==> src/design/station_pkg.sv <==
`default_nettype none

package station_pkg;

  // SRAM geometry of the board
  localparam int ADDR_W   = 20;
  localparam int DATA_W   = 16;
  localparam int BE_W     = 2;
  localparam int SAMPLE_W = 8;

  typedef logic [ADDR_W-1:0]   addr_t;
  typedef logic [DATA_W-1:0]   data_t;
  typedef logic [BE_W-1:0]     be_t;
  typedef logic [SAMPLE_W-1:0] sample_t;

  // cycles of clean clock before the system leaves reset
  localparam int RESET_STRETCH = 16;

  typedef enum logic [1:0] {
    ARB_IDLE,
    ARB_SETUP,
    ARB_STROBE
  } arb_state_e;

  typedef enum logic [2:0] {
    TST_IDLE,
    TST_FETCH,
    TST_WAIT_DATA,
    TST_SETTLE,
    TST_STORE
  } tester_state_e;

endpackage

`default_nettype wire

==> src/design/sram_bus_if.sv <==
`timescale 1ns/1ns
`default_nettype none

interface sram_bus_if;
  import station_pkg::*;

  // request side, owned by the master
  addr_t address;
  be_t   byteenable;
  logic  read;
  logic  write;
  data_t writedata;

  // response side, owned by the arbiter
  logic  waitrequest;
  data_t readdata;
  logic  readdataready;

  modport master (
    output address, byteenable, read, write, writedata,
    input  waitrequest, readdata, readdataready
  );

  modport arbiter (
    input  address, byteenable, read, write, writedata,
    output waitrequest, readdata, readdataready
  );

endinterface

`default_nettype wire

==> src/design/sram_arbiter.sv <==
`timescale 1ns/1ns
`default_nettype none

module sram_arbiter (
  input  wire logic                clock,
  input  wire logic                rst_n,
  sram_bus_if.arbiter              tester,
  sram_bus_if.arbiter              adc,
  sram_bus_if.arbiter              host,
  output station_pkg::addr_t       sram_addr,
  output station_pkg::data_t       sram_dq_out,
  output logic                     sram_dq_oe,
  output logic                     sram_ce_n,
  output logic                     sram_oe_n,
  output logic                     sram_we_n,
  output station_pkg::be_t         sram_be_n,
  input  wire station_pkg::data_t  sram_dq_in
);
  import station_pkg::*;

  arb_state_e state_q;
  logic       run_q;
  logic [2:0] req;
  logic [2:0] gnt;
  logic [2:0] gnt_q;
  logic       is_wr_q;
  logic       rdv_q;
  data_t      rdata_q;

  // muxed request of the winner
  addr_t      sel_addr;
  be_t        sel_be;
  data_t      sel_data;
  logic       sel_wr;

  // bit 0 tester, bit 1 adc, bit 2 host
  assign req = {host.read | host.write, adc.read | adc.write, tester.read | tester.write};

  // fixed priority, one grant per idle cycle
  always_comb begin
    gnt = 3'b000;
    if (run_q && state_q == ARB_IDLE) begin
      if (req[0]) begin
        gnt = 3'b001;
      end else if (req[1]) begin
        gnt = 3'b010;
      end else if (req[2]) begin
        gnt = 3'b100;
      end
    end
  end

  always_comb begin
    if (gnt[0]) begin
      sel_addr = tester.address;
      sel_be   = tester.byteenable;
      sel_data = tester.writedata;
      sel_wr   = tester.write;
    end else if (gnt[1]) begin
      sel_addr = adc.address;
      sel_be   = adc.byteenable;
      sel_data = adc.writedata;
      sel_wr   = adc.write;
    end else begin
      sel_addr = host.address;
      sel_be   = host.byteenable;
      sel_data = host.writedata;
      sel_wr   = host.write;
    end
  end

  // losers and idle masters see waitrequest high
  assign tester.waitrequest = ~gnt[0];
  assign adc.waitrequest    = ~gnt[1];
  assign host.waitrequest   = ~gnt[2];

  assign tester.readdata = rdata_q;
  assign adc.readdata    = rdata_q;
  assign host.readdata   = rdata_q;

  // read return goes only to the master that owned the access
  assign tester.readdataready = rdv_q & gnt_q[0];
  assign adc.readdataready    = rdv_q & gnt_q[1];
  assign host.readdataready   = rdv_q & gnt_q[2];

  // setup then strobe, pins straight from flops
  always_ff @(posedge clock or negedge rst_n) begin
    if (!rst_n) begin
      state_q    <= ARB_IDLE;
      run_q      <= 1'b0;
      gnt_q      <= 3'b000;
      rdv_q      <= 1'b0;
      sram_ce_n  <= 1'b1;
      sram_oe_n  <= 1'b1;
      sram_we_n  <= 1'b1;
      sram_dq_oe <= 1'b0;
    end else begin
      run_q <= 1'b1;
      rdv_q <= 1'b0;
      case (state_q)
        ARB_IDLE: begin
          if (|gnt) begin
            state_q    <= ARB_SETUP;
            gnt_q      <= gnt;
            sram_ce_n  <= 1'b0;
            sram_oe_n  <= sel_wr;
            sram_dq_oe <= sel_wr;
          end
        end
        ARB_SETUP: begin
          state_q   <= ARB_STROBE;
          sram_we_n <= ~is_wr_q;
        end
        ARB_STROBE: begin
          state_q    <= ARB_IDLE;
          sram_ce_n  <= 1'b1;
          sram_oe_n  <= 1'b1;
          sram_we_n  <= 1'b1;
          sram_dq_oe <= 1'b0;
          rdv_q      <= ~is_wr_q;
        end
        default: begin
          state_q <= ARB_IDLE;
        end
      endcase
    end
  end

  // address, data and byte lanes of the accepted request
  always_ff @(posedge clock) begin
    if (|gnt) begin
      sram_addr   <= sel_addr;
      sram_be_n   <= ~sel_be;
      sram_dq_out <= sel_data;
      is_wr_q     <= sel_wr;
    end
    // read data sampled at the end of strobe
    if (state_q == ARB_STROBE && !is_wr_q) begin
      rdata_q <= sram_dq_in;
    end
  end

endmodule

`default_nettype wire

==> src/flat_wrapper.sv <==
// flat-port wrapper written by rule: the top's interface ports become plain ports
module sram_arbiter_flat import station_pkg::*;
  (clock, rst_n, sram_addr, sram_dq_out, sram_dq_oe, sram_ce_n, sram_oe_n, sram_we_n, sram_be_n, sram_dq_in, tester_address, tester_byteenable, tester_read, tester_write, tester_writedata, tester_waitrequest, tester_readdata, tester_readdataready, adc_address, adc_byteenable, adc_read, adc_write, adc_writedata, adc_waitrequest, adc_readdata, adc_readdataready, host_address, host_byteenable, host_read, host_write, host_writedata, host_waitrequest, host_readdata, host_readdataready);
  sram_bus_if tester_i ();
  sram_bus_if adc_i ();
  sram_bus_if host_i ();
  input  wire logic clock;
  input  wire logic rst_n;
  output station_pkg::addr_t sram_addr;
  output station_pkg::data_t sram_dq_out;
  output logic sram_dq_oe;
  output logic sram_ce_n;
  output logic sram_oe_n;
  output logic sram_we_n;
  output station_pkg::be_t sram_be_n;
  input  wire station_pkg::data_t sram_dq_in;
  input wire logic [$bits(tester_i.address)-1:0] tester_address;
  input wire logic [$bits(tester_i.byteenable)-1:0] tester_byteenable;
  input wire logic [$bits(tester_i.read)-1:0] tester_read;
  input wire logic [$bits(tester_i.write)-1:0] tester_write;
  input wire logic [$bits(tester_i.writedata)-1:0] tester_writedata;
  output wire logic [$bits(tester_i.waitrequest)-1:0] tester_waitrequest;
  output wire logic [$bits(tester_i.readdata)-1:0] tester_readdata;
  output wire logic [$bits(tester_i.readdataready)-1:0] tester_readdataready;
  input wire logic [$bits(adc_i.address)-1:0] adc_address;
  input wire logic [$bits(adc_i.byteenable)-1:0] adc_byteenable;
  input wire logic [$bits(adc_i.read)-1:0] adc_read;
  input wire logic [$bits(adc_i.write)-1:0] adc_write;
  input wire logic [$bits(adc_i.writedata)-1:0] adc_writedata;
  output wire logic [$bits(adc_i.waitrequest)-1:0] adc_waitrequest;
  output wire logic [$bits(adc_i.readdata)-1:0] adc_readdata;
  output wire logic [$bits(adc_i.readdataready)-1:0] adc_readdataready;
  input wire logic [$bits(host_i.address)-1:0] host_address;
  input wire logic [$bits(host_i.byteenable)-1:0] host_byteenable;
  input wire logic [$bits(host_i.read)-1:0] host_read;
  input wire logic [$bits(host_i.write)-1:0] host_write;
  input wire logic [$bits(host_i.writedata)-1:0] host_writedata;
  output wire logic [$bits(host_i.waitrequest)-1:0] host_waitrequest;
  output wire logic [$bits(host_i.readdata)-1:0] host_readdata;
  output wire logic [$bits(host_i.readdataready)-1:0] host_readdataready;
  assign tester_i.address = tester_address;
  assign tester_i.byteenable = tester_byteenable;
  assign tester_i.read = tester_read;
  assign tester_i.write = tester_write;
  assign tester_i.writedata = tester_writedata;
  assign tester_waitrequest = tester_i.waitrequest;
  assign tester_readdata = tester_i.readdata;
  assign tester_readdataready = tester_i.readdataready;
  assign adc_i.address = adc_address;
  assign adc_i.byteenable = adc_byteenable;
  assign adc_i.read = adc_read;
  assign adc_i.write = adc_write;
  assign adc_i.writedata = adc_writedata;
  assign adc_waitrequest = adc_i.waitrequest;
  assign adc_readdata = adc_i.readdata;
  assign adc_readdataready = adc_i.readdataready;
  assign host_i.address = host_address;
  assign host_i.byteenable = host_byteenable;
  assign host_i.read = host_read;
  assign host_i.write = host_write;
  assign host_i.writedata = host_writedata;
  assign host_waitrequest = host_i.waitrequest;
  assign host_readdata = host_i.readdata;
  assign host_readdataready = host_i.readdataready;
  sram_arbiter u_core (.clock(clock), .rst_n(rst_n), .tester(tester_i), .adc(adc_i), .host(host_i), .sram_addr(sram_addr), .sram_dq_out(sram_dq_out), .sram_dq_oe(sram_dq_oe), .sram_ce_n(sram_ce_n), .sram_oe_n(sram_oe_n), .sram_we_n(sram_we_n), .sram_be_n(sram_be_n), .sram_dq_in(sram_dq_in));
endmodule
==> config.mk <==
export PLATFORM = sky130hd
export DESIGN_NAME = sram_arbiter_flat
export DESIGN_NICKNAME = d
export VERILOG_FILES = /design/src/design/station_pkg.sv /design/src/design/sram_bus_if.sv /design/src/design/sram_arbiter.sv /design/src/flat_wrapper.sv
export SDC_FILE = /design/constraint.sdc
export NUM_CORES = 1
export LEC_CHECK = 0
export BUFFER_PORTS_ARGS = -buffer_cell sky130_fd_sc_hd__clkbuf_2
export CAP_MARGIN = 10
export CELL_PAD_IN_SITES_DETAIL_PLACEMENT = 2
export CELL_PAD_IN_SITES_GLOBAL_PLACEMENT = 2
export CORE_ASPECT_RATIO = 1.5
export CORE_MARGIN = 2
export CORE_UTILIZATION = 25
export DETAILED_ROUTE_END_ITERATION = 10
export GPL_TIMING_DRIVEN = 0
export HOLD_SLACK_MARGIN = 0.03
export PLACE_DENSITY = 0.93
export SYNTH_ARGS = -nofsm -noshare
export SYNTH_HDL_FRONTEND = slang
export SYNTH_SLANG_ARGS = --single-unit
==> constraint.sdc <==
create_clock -name clock -period 5.9 [get_ports clock]
set_clock_uncertainty 0.15 [all_clocks]
set_input_delay 0.885 -clock clock [delete_from_list [all_inputs] [get_ports clock]]
set_output_delay 0.885 -clock clock [all_outputs]
set_load 0.01 [all_outputs]
==> results.sh, run 1 <==
export IMPL_cp_common_cell="clkbuf_1"
export IMPL_status="complete, no violations"
export IMPL_via_count=3056
export IMPL_ys_seq_area_frac=0.596
export IMPL_die_height_um=143
export IMPL_fin_cells=681
export IMPL_postCtsSetupBuffers=0
export IMPL_dp_cells=665
export IMPL_cap_violations=0
export IMPL_rows=51
export IMPL_critPathKind="reg2out"
export IMPL_synth_top_family_by_area="multiplexers"
export IMPL_slew_violations=0
export IMPL_wl_per_cell_um=17.4
export IMPL_worst_setup_path_end_kind="output port"
export IMPL_hold_class="in2async"
export IMPL_syn_instance_count=271
export IMPL_drive_above_1_share=0.565
export IMPL_drc=0
export IMPL_grt_ovfl_total=0
export IMPL_antenna_found_initial=0
export IMPL_clk_pin_slew_ns=0.06
export IMPL_vdd_drop_max_v=0.000131
export IMPL_muxShareOfSynthArea=0.127
export IMPL_post_drt_via_cell_ratio=4.49
export IMPL_dpl_hpwl_um=9910
export IMPL_die_x_um=97.0
export IMPL_grt_first_pass_wirelength_um=18500
export IMPL_post_cts_resized=0
export IMPL_final_cell_mix="clkbuf_2, edfxtp_1, nor2_1"
export IMPL_max_stage_delay_ns=0.53
export IMPL_setup_tns_ns=0
export IMPL_h_tree_depth=3
export IMPL_syn2layout_area_growth_pct=51.8
export IMPL_synth_compound_area_share=0.0768
export IMPL_crit_required_ns=4.87
export IMPL_io_buffers=233
export IMPL_rsz0062_at_grt="no"
export IMPL_hold_viol=0
export IMPL_path_cells="inv_1 -> ha_1 -> nand2_1 -> or2_2 -> clkbuf_1 -> buf_1 -> clkbuf_1 -> clkbuf_2"
export IMPL_synth_fa_ha_area_frac=0.0154
export IMPL_arrival_ns=2.86
export IMPL_tightest_slew_ns=0.641
export IMPL_critPathBufInv=5
export IMPL_grtUsageTotal=0.171
export IMPL_setup_viol=0
export IMPL_final_common_cell="clkbuf_2"
export IMPL_cts_buffer_depth=2
export IMPL_syn_avg_cell_area_um2=12.0
export IMPL_p_per_area_nw_per_um2=367
export IMPL_cp_top_family="buffers and inverters"
export IMPL_syn_nets=413
export IMPL_numCtsBuffers=9
export IMPL_yosysUniqueCellTypes=32
export IMPL_drt_initial_drc_count=43
export IMPL_synth_simple_gate_area_frac=0.0846
export IMPL_gp_congestion=0.760
export IMPL_die_area_um2=13900
export IMPL_fmax_mhz=257
export IMPL_postRouteAntennaNets=0
export IMPL_routed_wl_um=11900
export IMPL_design_core_area_um2=12800
export IMPL_slowest_stage="buf_1"
export IMPL_p_leak_nw=2.60
export IMPL_relSlewSlack=0.573
export IMPL_grt_max_degree=29
export IMPL_crit_fanout=10
export IMPL_hold_buffers=0
export IMPL_min_period_ns=3.89
export IMPL_final_nets=659
export IMPL_cts_tree="yes"
export IMPL_dr_pass1_iters=3
export IMPL_grt_pass1_vias=3598
export IMPL_cp_start_kind="flop"
export IMPL_synth_seq_cells=66
export IMPL_synth_xor_xnor_area_share=0
export IMPL_fin_crit_sh=0.660
export IMPL_clkSinkCount=66
export IMPL_diodes=0
export IMPL_start_util=0.253
export IMPL_syn_area_um2=3240
export IMPL_clk_latency_ns=0.32
export IMPL_io_pins=234
export IMPL_synth_warnings=0
export IMPL_cts_root_buf="clkbuf_16"
[worst paths after layout]
kind,startpoint,end,slack [ns],cells after the start
worst max-delay path,u_core.state_q[1],tester_waitrequest,2.01,8
worst min-delay path,rst_n,u_core.state_q[1],0.29,1
worst max register to register,u_core.state_q[1],u_core.sram_dq_out[8],3.01,8
worst min register to register,u_core.is_wr_q,u_core.sram_we_n,0.31,1
max in group asynchronous,rst_n,u_core.sram_we_n,5.02,1
min in group clock,u_core.is_wr_q,u_core.sram_we_n,0.31,1
[stage by stage]
step	worst slack (ns)	utilization	power (mW)	hold slack, ns	cell area, µm²
2_1_floorplan	2.95	-	1.02	0.254	3240
3_3_place_gp	2.03	0.359	1.25	0.270	4610
3_5_place_dp	1.98	0.361	1.31	0.294	4630
4_1_cts	1.90	0.384	1.84	0.289	4920
5_1_grt	1.73	0.384	1.92	0.303	4920
6_report	2.01	0.384	1.81	0.291	4920
[state kept, by name, summed over array words and instances (netlist names)]
name and cells:
u_core.gnt_q 3, u_core.run_q 1, u_core.sram_ce_n 1, u_core.state_q 2, u_core.sram_dq_out 16, u_core.sram_dq_oe 1, u_core.sram_oe_n 1, u_core.rdv_q 1
u_core.is_wr_q 1, u_core.sram_be_n 2, u_core.adc.readdata 16, u_core.sram_we_n 1, u_core.sram_addr 20
[power by group]
group | switching, mW | internal (mW)
clock network | 0.197 | 0.324
logic | 0.347 | 0.233
registers | 0.0442 | 0.661
[cell type report]
class	instances	area [µm²]
fill	1439	7910
sequential	66	1930
timing repair buffer	235	1190
multi-input combinational	154	987
buffer	46	304
clock buffer	10	229
tap	159	199
clock inverter	6	57.6
inverter	5	18.8
[worst reg2reg max path: stages, from the launching register on]
cell and delay (ns):
dfrtp_1 0.36, inv_1 0.10, ha_1 0.30, nand2_1 0.18
or2_2 0.14, clkbuf_1 0.21, buf_1 0.53, clkbuf_1 0.49
a21oi_1 0.16
[synthesized netlist by cell type]
cell	count	area share
or2_2	1	0.0019
a21oi_1	36	0.056
a21bo_2	1	0.0031
conb_1	1	0.0012
clkbuf_1	9	0.010
or3b_2	1	0.0027
dfrtp_1	8	0.062
nand3_1	2	0.0031
o211ai_1	1	0.0023
nand4_1	1	0.0019
inv_1	5	0.0058
o21ai_0	4	0.0062
buf_4	32	0.074
buf_1	1	0.0012
a31oi_1	1	0.0019
and2_1	3	0.0058
nor3_1	1	0.0015
a22o_1	1	0.0027
mux2i_1	38	0.12
mux2_4	2	0.0093
buf_6	1	0.0035
buf_2	3	0.0046
nand2_1	9	0.010
nor2_1	42	0.049
a211oi_1	1	0.0023
a31o_2	1	0.0027
nand4bb_1	1	0.0035
or4_1	1	0.0023
dfstp_2	3	0.024
edfxtp_1	55	0.51
nand4b_1	1	0.0027
ha_1	4	0.015
[kinds of logic after synthesis]
logic type,count (synthesis)
DFF,66
and+or+nand+nor,63
buffers and inverters,51
AOI/OAI and AO/OA,46
muxes,40
adders and majority gates,4
other,1
[routing by layer]
layer / vias up / part of all wire / track usage
met5: - / 0 / 0
met4: 0 / 0.018 / 0.0593
met3: 15 / 0.070 / 0.0467
met2: 162 / 0.57 / 0.339
met1: 1456 / 0.34 / 0.167
li1: 1423 / - / -
Note: power is estimated with default switching activity, not from simulation.
==> run 2: changes to the inputs <==
CORE_UTILIZATION = 23   (was 25)
PLACE_DENSITY = 0.87   (was 0.93)
clock period = 3.7 ns   (was 5.9 ns; I/O delays follow)
==> run 2 against run 1 <==
Against the previous run:
- non-clock buffer count rose by 1
- register-to-register slack got worse by 2.0 ns
- via count rose by 0.13%
- hold slack got worse by 0.032 ns
- utilization fell by 2.9 points
- flip-flop and latch count did not move
- critical path type unchanged
- critical endpoint unchanged
- largest power group unchanged
==> results.sh, run 2 (synthesis gave the netlist of run 1 again) <==
export IMPL_status="complete, no violations"
export IMPL_dpl_hpwl_um=9930
export IMPL_drc=0
export IMPL_holdWs_ns=0.258
export IMPL_path_cells="inv_1 -> ha_1 -> nand2_1 -> or2_2 -> clkbuf_1 -> buf_2 -> clkbuf_1 -> clkbuf_2"
export IMPL_post_drt_via_cell_ratio=4.45
export IMPL_die_x_um=101
export IMPL_syn2layout_area_growth_pct=52.3
export IMPL_cts_tree="yes"
export IMPL_largest_register_ff_count=20
export IMPL_drive_above_1_share=0.568
export IMPL_pwr_share_comb=0.327
export IMPL_slowest_stage="clkbuf_1"
export IMPL_crit_fanout=10
export IMPL_clkPwrFrac=0.281
export IMPL_top_register="u_core.sram_addr"
export IMPL_final_common_cell="clkbuf_2"
export IMPL_p_leak_nw=2.60
export IMPL_cap_violations=0
export IMPL_switchingPower_mw=0.938
export IMPL_final_core_util=0.354
export IMPL_critPathKind="reg2out"
export IMPL_rows=53
export IMPL_relSlewSlack=0.621
export IMPL_dr_pass1_iters=4
export IMPL_final_cell_mix="clkbuf_2, edfxtp_1, nor2_1"
export IMPL_numCtsBuffers=9
export IMPL_tightest_slew_ns=0.569
export IMPL_arrival_ns=2.67
export IMPL_reg2reg_slack_ns=0.97
export IMPL_cts_buffer_depth=2
export IMPL_postCtsSetupBuffers=0
export IMPL_clkSinkCount=66
export IMPL_grt_pass1_vias=3536
export IMPL_cp_common_cell="clkbuf_1"
export IMPL_postRouteAntennaNets=0
export IMPL_h_tree_depth=3
export IMPL_diodes=0
export IMPL_clk_latency_ns=0.32
export IMPL_via_count=3060
export IMPL_vdd_drop_max_v=0.000162
export IMPL_grtUsageTotal=0.157
export IMPL_routed_wl_um=11900
export IMPL_max_stage_delay_ns=0.49
export IMPL_setup_viol=0
export IMPL_rsz0062_at_grt="no"
export IMPL_fmax_mhz=296
export IMPL_fin_crit_sh=0.912
export IMPL_drt_initial_drc_count=44
export IMPL_slew_violations=0
export IMPL_die_height_um=149
export IMPL_grt_first_pass_wirelength_um=18000
export IMPL_io_pins=234
export IMPL_totalPowerFinal_mw=2.85
export IMPL_io_buffers=233
export IMPL_final_nets=660
export IMPL_crit_required_ns=2.99
export IMPL_p_int_mw=1.91
export IMPL_p_sw_frac=0.329
export IMPL_p_per_area_nw_per_um2=578
export IMPL_wl_per_cell_um=17.4
export IMPL_hold_viol=0
export IMPL_start_util=0.233
export IMPL_design_core_area_um2=13900
export IMPL_fin_ws_ns=0.324
export IMPL_hold_class="in2reg"
export IMPL_seqPwrFrac=0.393
export IMPL_cts_root_buf="clkbuf_16"
export IMPL_grt_max_degree=27
export IMPL_clk_pin_slew_ns=0.06
export IMPL_worst_setup_path_end_kind="output port"
export IMPL_setup_tns_ns=0
export IMPL_gp_congestion=0.747
export IMPL_min_period_ns=3.38
export IMPL_dpl_worst_slack_ns=0.289
export IMPL_cp_start_kind="flop"
export IMPL_die_area_um2=15100
export IMPL_grt_ovfl_total=0
export IMPL_antenna_found_initial=0
-- run 2: changes by cell type in the layout (fill, tap and decap cells not counted) --
cell           before  now
buf_1               1    0
buf_2               3    4
bufinv_16           1    0
clkbuf_8            0    2
clkinv_1            1    0
clkinv_2            3    1
clkinv_4            1    0
clkinvlp_4          0    3
dlygate4sd3_1       0    1
-- run 2: path summary, 6_finish.rpt --
kind                                   start                      to  depth (start not counted)
setup / recovery           u_core.state_q[1]      tester_waitrequest                          8
hold / removal                 sram_dq_in[6]  u_core.adc.readdata[6]                          1
setup reg to reg           u_core.state_q[1]  u_core.sram_dq_out[13]                          9
hold reg to reg               u_core.is_wr_q        u_core.sram_we_n                          1
max in group asynchronous              rst_n        u_core.sram_oe_n                          2
min in group asynchronous              rst_n       u_core.sram_dq_oe                          2
-- run 2: what timing repair did --
action,CTS,global route
resized for setup,1,0
endpoints found under the setup margin,1,0
endpoints found under the hold margin,8,0
hold buffers,1,0
-- run 2: power groups by stage --
stage	combinational [mW]	clock, mW	sequential [mW]
after floorplan	0.428	0	1.20
after global placement	0.876	0	1.13
after detailed placement	0.951	0	1.14
after CTS	0.959	0.825	1.13
after global routing	1.03	0.856	1.14
final	0.932	0.800	1.12
-- run 2: per-stage QoR --
step | instance area (µm²) | instances
CTS | 4940 | 688
floorplan | 3240 | 271
global route | 4940 | 688
global placement | 4610 | 669
detailed placement | 4640 | 671
finish | 4940 | 688
-- run 2: cell type report --
cell class	count	area (µm²)
fill	1592	8990
clock buffer	12	256
timing repair buffer	236	1200
inverter	5	18.8
tap	165	206
buffer	46	305
multi-input combinational	154	987
sequential	66	1930
clock inverter	4	27.5
-- run 2: worst max-delay path: cells and delay by family (launching register included) --
family	cells	cell delay (ns)
adders and majority gates	1	0.28
buffers and inverters	5	1.41
DFF	1	0.37
and+or+nand+nor	2	0.29
-- run 2: metal layers --
metal	track usage	vias to the layer above	share of wire
li1	-	1422	-
met1	0.149	1462	0.32
met2	0.315	164	0.58
met3	0.0450	12	0.079
met4	0.0500	0	0.015
met5	0	-	0
